`src/logic/xfcp_pkg.sv`:
```
// shared constants, packet codes and packed beat and bus channel types for the xfcp bridge
package xfcp_pkg;

    // packet framing codes
    localparam logic [7:0] start_tag  = 8'hff;
    localparam logic [7:0] read_req   = 8'h10;
    localparam logic [7:0] read_resp  = 8'h11;
    localparam logic [7:0] write_req  = 8'h12;
    localparam logic [7:0] write_resp = 8'h13;

    // bus geometry, fixed at one 32 bit word
    localparam int addr_w     = 32;
    localparam int data_w     = 32;
    localparam int strb_w     = data_w / 8;
    localparam int addr_bytes = addr_w / 8;

    // unprivileged, non-secure, data access
    localparam logic [2:0] axil_prot = 3'd2;

    // one byte of the packet stream, user marks an error
    typedef struct packed {
        logic [7:0] data;
        logic       last;
        logic       user;
    } stream_beat_t;

    // single word request from frame controller to bus port
    typedef struct packed {
        logic              write;
        logic [addr_w-1:0] addr;
        logic [data_w-1:0] data;
        logic [strb_w-1:0] strb;
    } bus_req_t;

    typedef struct packed {
        logic [addr_w-1:0] addr;
        logic [2:0]        prot;
    } axil_aw_t;

    typedef struct packed {
        logic [addr_w-1:0] addr;
        logic [2:0]        prot;
    } axil_ar_t;

    typedef struct packed {
        logic [data_w-1:0] data;
        logic [strb_w-1:0] strb;
    } axil_w_t;

    typedef struct packed {
        logic [data_w-1:0] data;
        logic [1:0]        resp;
    } axil_r_t;

endpackage

```
`src/logic/axil_master_port.sv`:
```
// AXI-lite master for one outstanding single-beat request, completion signalled by done
module axil_master_port (
    input  logic                        clk,
    input  logic                        rst,
    input  xfcp_pkg::bus_req_t          req,
    input  logic                        req_valid,
    output xfcp_pkg::axil_aw_t          aw,
    output logic                        aw_valid,
    input  logic                        aw_ready,
    output xfcp_pkg::axil_w_t           w,
    output logic                        w_valid,
    input  logic                        w_ready,
    input  logic                        b_valid,
    output logic                        b_ready,
    output xfcp_pkg::axil_ar_t          ar,
    output logic                        ar_valid,
    input  logic                        ar_ready,
    input  xfcp_pkg::axil_r_t           r,
    input  logic                        r_valid,
    output logic                        r_ready,
    output logic                        done,
    output logic [xfcp_pkg::data_w-1:0] rdata
);
    xfcp_pkg::bus_req_t req_hold;
    logic               b_fire;
    logic               r_fire;

    assign b_fire = b_valid && b_ready;
    assign r_fire = r_valid && r_ready;

    assign aw = '{addr: req_hold.addr, prot: xfcp_pkg::axil_prot};
    assign ar = '{addr: req_hold.addr, prot: xfcp_pkg::axil_prot};
    assign w = '{data: req_hold.data, strb: req_hold.strb};

    always_ff @(posedge clk) begin
        if (rst) begin
            aw_valid <= 1'b0;
            w_valid <= 1'b0;
            b_ready <= 1'b0;
            ar_valid <= 1'b0;
            r_ready <= 1'b0;
            done <= 1'b0;
        end else begin
            if (req_valid) begin
                // raise only the channels of this request type
                aw_valid <= req.write;
                w_valid <= req.write;
                b_ready <= req.write;
                ar_valid <= !req.write;
                r_ready <= !req.write;
            end else begin
                // each channel drops on its own handshake
                aw_valid <= aw_valid && !aw_ready;
                w_valid <= w_valid && !w_ready;
                ar_valid <= ar_valid && !ar_ready;
                b_ready <= b_ready && !b_valid;
                r_ready <= r_ready && !r_valid;
            end
            done <= b_fire || r_fire;
        end
    end

    always_ff @(posedge clk) begin
        if (req_valid) begin
            req_hold <= req;
        end
        if (r_fire) begin
            rdata <= r.data;
        end
    end

endmodule

```
`src/logic/stream_skid_buffer.sv`:
```
// registered output stage for the upstream byte stream, holds up to two beats under back-pressure
module stream_skid_buffer (
    input  logic                   clk,
    input  logic                   rst,
    input  xfcp_pkg::stream_beat_t int_beat,
    input  logic                   int_valid,
    output logic                   int_ready,
    output logic                   int_ready_early,
    output xfcp_pkg::stream_beat_t us_beat,
    output logic                   us_valid,
    input  logic                   us_ready
);
    xfcp_pkg::stream_beat_t temp_beat;
    logic                   temp_valid;
    logic                   us_valid_next;
    logic                   temp_valid_next;
    logic                   load_out;
    logic                   load_temp;
    logic                   temp_to_out;

    // ready next cycle if output drains or temp stays empty
    assign int_ready_early = us_ready || (!temp_valid && (!us_valid || !int_valid));

    always_comb begin
        us_valid_next = us_valid;
        temp_valid_next = temp_valid;
        load_out = 1'b0;
        load_temp = 1'b0;
        temp_to_out = 1'b0;

        if (int_ready) begin
            if (us_ready || !us_valid) begin
                us_valid_next = int_valid;
                load_out = 1'b1;
            end else begin
                // output stalled, park the beat
                temp_valid_next = int_valid;
                load_temp = 1'b1;
            end
        end else if (us_ready) begin
            us_valid_next = temp_valid;
            temp_valid_next = 1'b0;
            temp_to_out = 1'b1;
        end
    end

    always_ff @(posedge clk) begin
        if (rst) begin
            us_valid <= 1'b0;
            temp_valid <= 1'b0;
            int_ready <= 1'b0;
        end else begin
            us_valid <= us_valid_next;
            temp_valid <= temp_valid_next;
            int_ready <= int_ready_early;
        end
    end

    always_ff @(posedge clk) begin
        if (load_out) begin
            us_beat <= int_beat;
        end else if (temp_to_out) begin
            us_beat <= temp_beat;
        end
        if (load_temp) begin
            temp_beat <= int_beat;
        end
    end

endmodule

```
`src/logic/xfcp_axil_top.sv`:
```
// bridge top level, instantiate with COUNT_W to match the packet count field width
module xfcp_axil_top #(
    parameter int COUNT_W = 16
) (
    input  logic                   clk,
    input  logic                   rst,
    // request packets in
    input  xfcp_pkg::stream_beat_t ds_beat,
    input  logic                   ds_valid,
    output logic                   ds_ready,
    // response packets out
    output xfcp_pkg::stream_beat_t us_beat,
    output logic                   us_valid,
    input  logic                   us_ready,
    // axi-lite master
    output xfcp_pkg::axil_aw_t     aw,
    output logic                   aw_valid,
    input  logic                   aw_ready,
    output xfcp_pkg::axil_w_t      w,
    output logic                   w_valid,
    input  logic                   w_ready,
    input  logic                   b_valid,
    output logic                   b_ready,
    output xfcp_pkg::axil_ar_t     ar,
    output logic                   ar_valid,
    input  logic                   ar_ready,
    input  xfcp_pkg::axil_r_t      r,
    input  logic                   r_valid,
    output logic                   r_ready
);
    xfcp_pkg::stream_beat_t      int_beat;
    logic                        int_valid;
    logic                        int_ready;
    logic                        int_ready_early;
    xfcp_pkg::bus_req_t          req;
    logic                        req_valid;
    logic                        done;
    logic [xfcp_pkg::data_w-1:0] rdata;

    xfcp_frame_ctrl #(.COUNT_W(COUNT_W)) u_frame_ctrl (.*);

    axil_master_port u_master_port (.*);

    stream_skid_buffer u_skid_buffer (.*);

endmodule

```
`src/logic/xfcp_frame_ctrl.sv`:
```
// packet FSM: parses request headers, drives bus requests and builds response packets
module xfcp_frame_ctrl #(
    parameter int COUNT_W = 16
) (
    input  logic                        clk,
    input  logic                        rst,
    input  xfcp_pkg::stream_beat_t      ds_beat,
    input  logic                        ds_valid,
    output logic                        ds_ready,
    output xfcp_pkg::stream_beat_t      int_beat,
    output logic                        int_valid,
    input  logic                        int_ready,
    input  logic                        int_ready_early,
    output xfcp_pkg::bus_req_t          req,
    output logic                        req_valid,
    input  logic                        done,
    input  logic [xfcp_pkg::data_w-1:0] rdata
);
    localparam int count_bytes = (COUNT_W + 7) / 8;
    localparam int hdr_bytes = count_bytes + xfcp_pkg::addr_bytes;
    localparam int aw = xfcp_pkg::addr_w;

    typedef enum logic [2:0] {
        st_idle, st_type, st_fields, st_write_data,
        st_write_wait, st_read_wait, st_read_send, st_wait_last
    } state_t;

    state_t                      state, state_next;
    logic [COUNT_W-1:0]          ptr, ptr_next;
    logic [2:0]                  idx, idx_next;
    logic [1:0]                  lane, lane_next;
    logic                        write, write_next;
    logic [aw-1:0]               addr, addr_next;
    logic [xfcp_pkg::data_w-1:0] data, data_next;
    logic [xfcp_pkg::strb_w-1:0] strb, strb_next;
    logic                        ds_ready_next;
    logic                        req_valid_next;
    logic                        last_seen;
    logic                        ds_fire;
    logic                        drain_ready;

    assign ds_fire = ds_valid && ds_ready;
    // keep pulling padding until the packet end shows up
    assign drain_ready = !(last_seen || (ds_valid && ds_beat.last));

    assign req = '{write: write, addr: {addr[aw-1:2], 2'b00}, data: data, strb: strb};

    always_comb begin
        state_next = state;
        ptr_next = ptr;
        idx_next = idx;
        lane_next = lane;
        write_next = write;
        addr_next = addr;
        data_next = data;
        strb_next = strb;
        ds_ready_next = int_ready_early;
        req_valid_next = 1'b0;
        int_beat = '0;
        int_valid = 1'b0;

        case (state)
            st_idle: begin
                // a lone last beat or a wrong start byte is dropped
                if (ds_fire && !ds_beat.last) begin
                    if (ds_beat.data == xfcp_pkg::start_tag) begin
                        state_next = st_type;
                    end else begin
                        ds_ready_next = 1'b1;
                        state_next = st_wait_last;
                    end
                end
            end
            st_type: begin
                if (ds_fire) begin
                    int_valid = 1'b1;
                    idx_next = 3'(hdr_bytes - 1);
                    if (ds_beat.data == xfcp_pkg::read_req && !ds_beat.last) begin
                        int_beat.data = xfcp_pkg::read_resp;
                        write_next = 1'b0;
                        state_next = st_fields;
                    end else if (ds_beat.data == xfcp_pkg::write_req && !ds_beat.last) begin
                        int_beat.data = xfcp_pkg::write_resp;
                        write_next = 1'b1;
                        state_next = st_fields;
                    end else begin
                        // unknown type, single error beat
                        int_beat.last = 1'b1;
                        int_beat.user = 1'b1;
                        if (ds_beat.last) begin
                            state_next = st_idle;
                        end else begin
                            ds_ready_next = 1'b1;
                            state_next = st_wait_last;
                        end
                    end
                end
            end
            st_fields: begin
                if (ds_fire) begin
                    int_valid = 1'b1;
                    int_beat.data = ds_beat.data;
                    // count first, then address, both msb first
                    if (idx >= 3'(xfcp_pkg::addr_bytes)) begin
                        ptr_next = COUNT_W'({ptr, ds_beat.data});
                    end else begin
                        addr_next = {addr[aw-9:0], ds_beat.data};
                    end
                    idx_next = idx - 3'd1;
                    lane_next = addr_next[1:0];
                    data_next = '0;
                    strb_next = '0;
                    if (ds_beat.last && (idx != 3'd0 || write || ptr_next == '0)) begin
                        // packet cut short, only a read of some bytes may end at the header
                        int_beat.last = 1'b1;
                        int_beat.user = 1'b1;
                        state_next = st_idle;
                    end else if (idx == 3'd0) begin
                        if (ptr_next == '0 || write) begin
                            int_beat.last = 1'b1;
                            ds_ready_next = 1'b1;
                            state_next = (ptr_next == '0) ? st_wait_last : st_write_data;
                        end else begin
                            ds_ready_next = drain_ready;
                            req_valid_next = 1'b1;
                            state_next = st_read_wait;
                        end
                    end
                end
            end
            st_write_data: begin
                ds_ready_next = 1'b1;
                if (ds_fire) begin
                    data_next[8*lane +: 8] = ds_beat.data;
                    strb_next[lane] = 1'b1;
                    lane_next = lane + 2'd1;
                    ptr_next = ptr - 1'b1;
                    // flush the word when full, at block end or at early packet end
                    if (lane == 2'd3 || ptr == COUNT_W'(1) || ds_beat.last) begin
                        ds_ready_next = 1'b0;
                        req_valid_next = 1'b1;
                        state_next = st_write_wait;
                        if (ds_beat.last) begin
                            ptr_next = '0;
                        end
                    end
                end
            end
            st_write_wait: begin
                ds_ready_next = 1'b0;
                if (done) begin
                    data_next = '0;
                    strb_next = '0;
                    addr_next = addr + aw'(4);
                    if (ptr != '0) begin
                        ds_ready_next = 1'b1;
                        state_next = st_write_data;
                    end else if (last_seen) begin
                        ds_ready_next = int_ready_early;
                        state_next = st_idle;
                    end else begin
                        ds_ready_next = 1'b1;
                        state_next = st_wait_last;
                    end
                end
            end
            st_read_wait: begin
                ds_ready_next = drain_ready;
                if (done) begin
                    data_next = rdata;
                    addr_next = addr + aw'(4);
                    state_next = st_read_send;
                end
            end
            st_read_send: begin
                ds_ready_next = drain_ready;
                if (int_ready) begin
                    int_valid = 1'b1;
                    int_beat.data = data[8*lane +: 8];
                    lane_next = lane + 2'd1;
                    ptr_next = ptr - 1'b1;
                    if (ptr == COUNT_W'(1)) begin
                        int_beat.last = 1'b1;
                        if (drain_ready) begin
                            ds_ready_next = 1'b1;
                            state_next = st_wait_last;
                        end else begin
                            ds_ready_next = int_ready_early;
                            state_next = st_idle;
                        end
                    end else if (lane == 2'd3) begin
                        // lane wrap, fetch the next word
                        req_valid_next = 1'b1;
                        state_next = st_read_wait;
                    end
                end
            end
            st_wait_last: begin
                ds_ready_next = 1'b1;
                if (ds_fire && ds_beat.last) begin
                    ds_ready_next = int_ready_early;
                    state_next = st_idle;
                end
            end
            default: state_next = st_idle;
        endcase
    end

    always_ff @(posedge clk) begin
        if (rst) begin
            state <= st_idle;
            ds_ready <= 1'b0;
            req_valid <= 1'b0;
            last_seen <= 1'b0;
        end else begin
            state <= state_next;
            ds_ready <= ds_ready_next;
            req_valid <= req_valid_next;
            if (ds_fire) begin
                last_seen <= ds_beat.last;
            end
        end
    end

    always_ff @(posedge clk) begin
        ptr <= ptr_next;
        idx <= idx_next;
        lane <= lane_next;
        write <= write_next;
        addr <= addr_next;
        data <= data_next;
        strb <= strb_next;
    end

endmodule

```
`config.mk`:
```
export PLATFORM = sky130hd
export DESIGN_NAME = xfcp_axil_top
export DESIGN_NICKNAME = d
export VERILOG_FILES = /design/src/logic/xfcp_pkg.sv /design/src/logic/axil_master_port.sv /design/src/logic/stream_skid_buffer.sv /design/src/logic/xfcp_axil_top.sv /design/src/logic/xfcp_frame_ctrl.sv
export SDC_FILE = /design/constraint.sdc
export NUM_CORES = 1
export LEC_CHECK = 0
export BUFFER_PORTS_ARGS = -buffer_cell sky130_fd_sc_hd__buf_2
export CAP_MARGIN = 20
export CORE_MARGIN = 5
export CORE_UTILIZATION = 45
export CTS_CLUSTER_SIZE = 10
export DETAILED_ROUTE_END_ITERATION = 7
export PLACE_DENSITY = 0.68
export SLEW_MARGIN = 20
export SYNTH_ARGS = -nofsm -noshare
export SYNTH_HDL_FRONTEND = slang
export SYNTH_SLANG_ARGS = --single-unit
export TNS_END_PERCENT = 5
```
`constraint.sdc`:
```
create_clock -name clk -period 8.9 [get_ports clk]
set_input_delay 0.89 -clock clk [delete_from_list [all_inputs] [get_ports clk]]
set_output_delay 0.89 -clock clk [all_outputs]
set_load 0.02 [all_outputs]
```
==> results_dict.tcl <==
set metrics [dict create \
    vias 7612 \
    synth_common_cells "208 x edfxtp_1, 89 x nand2_1, 82 x o21ai_0" \
    crit_start "u_frame_ctrl.idx[2]$_SDFFCE_PN1P_" \
    drc 0 \
    worst_pin_slew_ns 1.07 \
    hold_class "reg2reg" \
    fin_nets 1102 \
    path_cells "clkinv_1 -> nor2_1 -> a222oi_1 -> inv_1" \
    r2r_setup_slack_ns 5.43 \
    ys_top_cells_by_area "edfxtp_1 58%, o21ai_0 3.8%, nand2_1 3.1%" \
    power.density_nw_per_um2 186 \
    power_leakage_nw 4.39 \
    ys_warn_count 0 \
    cp_slowest_stage_delay_ns 1.12 \
    antenna_found_initial 0 \
    crit_arrival_ns 3.86 \
    clk_pin_slew_worst_paths_ns 0.06 \
    maxCapViolations 0 \
    cp-endpoint "u_frame_ctrl.ptr[9]$_DFFE_PP_" \
    wl_per_cell_um 19.3 \
    fin_setup_tns_ns 0 \
    yosysTopAreaCell "edfxtp_1" \
    diodes 0 \
    synth_seq_cells 223 \
    synthArstFlopShare_pct 0 \
    io_pins 176 \
    min_period_over_period_pct 39.0 \
    synth_flop_cell "edfxtp_1" \
    grt_pass1_vias 7280 \
    yosysTopAreaCellShare_pct 58.2 \
    max-vdd-ir-drop_uv 152 \
    via_per_inst 5.53 \
    grt_max_degree 74 \
    cts_sinks 223 \
    routed_wl_mm 26.5 \
    max_freq_mhz 288 \
    grt.total_usage_pct 18.9 \
    crit_slowest_cell "nor2_1" \
    crit_family "buffers and inverters" \
    synth_edf_count 208 \
    overflow 0 \
    yosysMostFrequentCell "edfxtp_1" \
    crit_required_ns 9.28 \
    reg2reg_depth 4 \
    coreArea_um2 23500 \
    cts_max_level 1 \
    clk_path_buf_depth 3 \
    total_power_mw 2.29 \
    worst_setup_path_end_kind "flop" \
    syn_avg_cell_area_um2 11.7 \
    drive_gt1_share_pct 22.4 \
    die_height_um 164 \
    finalHoldViolCount 0 \
    path_class "reg2reg" \
    cts_root_buf "clkbuf_16" \
    grt_pass1_wl_mm 40.5 \
    fp.dieW_um 164 \
    slew_viol_final 0 \
    path_depth 4 \
    drtIter0Drc 706 \
    clock_latency_ns 0.52 \
    cts-resized-gates 0 \
    seq_area_frac_synth_pct 61.0 \
    gp_congestion 0.920 \
    die_area_um2 27000 \
    rows 56 \
    areaGrowthSynthToFinish_pct 14.7 \
    path_buf_inv 2 \
    cp_max_fo 33 \
    yosys.cell_types.count 66 \
    setup_viol 0 \
    post-cts-setup-buffers 0 \
    synth_area_um2 10700 \
    r2r_start "u_frame_ctrl.idx[2]$_SDFFCE_PN1P_" \
    rsz0062_at_grt "false" \
    relSlewSlack_pct 28.4 \
    r2r_end "u_frame_ctrl.ptr[9]$_DFFE_PP_" \
    ant_nets 0 \
    cp-start-kind "flop" \
    ctsHoldBuffers 0 \
    place.port_buffers 162 \
    skew_ns 0.0145 \
    cts_buffers 27 \
    detail_route.first_pass.iterations 6 \
    period_needed_ns 3.47 \
    cts_tree "built" \
    synthCells 917 \
    dp.final_hpwl_mm 17.7 \
    initial_core_util_pct 45.7 \
    status "finished, final reports clean" \
    num-fill-cells 2021 \
]
## registers in the layout, indices dropped and copies added, names as in the netlist, 2 cells and up
signal / count
u_frame_ctrl.addr: 32
u_frame_ctrl.data: 32
u_frame_ctrl.idx: 3
u_frame_ctrl.lane: 2
u_frame_ctrl.ptr: 16
u_frame_ctrl.state: 3
u_frame_ctrl.strb: 4
u_master_port.ar: 30
u_master_port.rdata: 32
u_master_port.w: 36
u_skid_buffer.temp_beat: 10
u_skid_buffer.us_beat: 10
## cell type report
cell class / instances / area, um^2 / area share (%)
well taps: 319 / 399 / 3.24
repair buffers: 167 / 848 / 6.89
clock buffers: 46 / 747 / 6.06
clock inverters: 4 / 25.0 / 0.203
inverters: 23 / 86.3 / 0.701
flip-flops and latches: 223 / 6550 / 53.2
multi-input cells: 594 / 3660 / 29.7
## report_power, final
part           total (mW)  switching, mW  internal (mW)
Clock               0.964          0.397          0.566
Combinational       0.144         0.0927         0.0509
Sequential           1.18         0.0248           1.16
Total                2.29          0.515           1.78
## cell families (layout without fill, tap and decap cells)
| family | after synthesis | count (layout) | share of synthesized area, % |
|---|---|---|---|
| AO/OA/AOI/OAI | 201 | 201 | 11.2 |
| XOR/XNOR | 28 | 28 | 2.28 |
| adder cells (fa/ha/maj) | 13 | 13 | 1.52 |
| buffers and inverters | 108 | 240 | 5.41 |
| flip-flops | 223 | 223 | 61.0 |
| multiplexers | 22 | 22 | 3.10 |
| other | 2 | 10 | 0.0699 |
| AND/OR/NAND/NOR | 320 | 320 | 15.5 |
## through the flow
step | hold slack (ns) | instances | instance area, um^2 | worst slack (ns) | utilization, %
floorplan | 0.427 | 925 | 10800 | 5.19 | -
CTS | 0.466 | 1376 | 12300 | 5.77 | 52.5
finish | 0.467 | 1376 | 12300 | 5.43 | 52.5
global placement | 0.449 | 1326 | 11500 | 5.86 | 49.2
global route | 0.475 | 1376 | 12300 | 5.20 | 52.5
detailed placement | 0.442 | 1326 | 11500 | 5.76 | 49.2
## how the worst min path moves through the flow
stage | from | end | slack, ns | depth (start not counted)
final | u_frame_ctrl.strb[1]$_SDFFCE_PN0P_ | u_master_port.w[1]$_DFFE_PP_ | 0.47 | 0
after global routing | u_frame_ctrl.strb[1]$_SDFFCE_PN0P_ | u_master_port.w[1]$_DFFE_PP_ | 0.47 | 0
after CTS | u_frame_ctrl.strb[1]$_SDFFCE_PN0P_ | u_master_port.w[1]$_DFFE_PP_ | 0.47 | 0
after detailed placement | u_frame_ctrl.strb[2]$_SDFFCE_PN0P_ | u_master_port.w[2]$_DFFE_PP_ | 0.44 | 0
after global placement | u_frame_ctrl.data[5]$_DFFE_PP_ | u_master_port.w[9]$_DFFE_PP_ | 0.45 | 0
after floorplan | u_frame_ctrl.strb[0]$_SDFFCE_PN0P_ | u_master_port.w[0]$_DFFE_PP_ | 0.43 | 0
## worst register-to-register path: stages (launching register included)
cell and delay, ns:
edfxtp_1 0.78, clkinv_1 1.04, nor2_1 1.12, a222oi_1 0.30, inv_1 0.10
## routing by layer
metal | vias up | track usage, % | wire length (um)
met2 | 342 | 31.0 | 12600
li1 | 3596 | - | -
met1 | 3627 | 26.4 | 11300
met5 | - | 0 | 0
met3 | 47 | 2.65 | 1890
met4 | 0 | 5.60 | 706
## layout by cell type, fill, tap and decap left out, types with 10 or more instances in the layout
| cell type | n |
|---|---|
| edfxtp_1 | 208 |
| xor2_1 | 13 |
| inv_1 | 21 |
| xnor2_1 | 15 |
| conb_1 | 10 |
| buf_2 | 162 |
| nor2b_1 | 39 |
| clkbuf_16 | 27 |
| dfxtp_1 | 14 |
| o21ai_0 | 81 |
| ha_1 | 13 |
| nor3_1 | 14 |
| nand3_1 | 50 |
| a21oi_1 | 54 |
| nand2_1 | 88 |
| mux2_2 | 10 |
| nor2_1 | 60 |
| clkbuf_1 | 19 |
| nand4_1 | 10 |
Power figures use the tool's default switching activity.
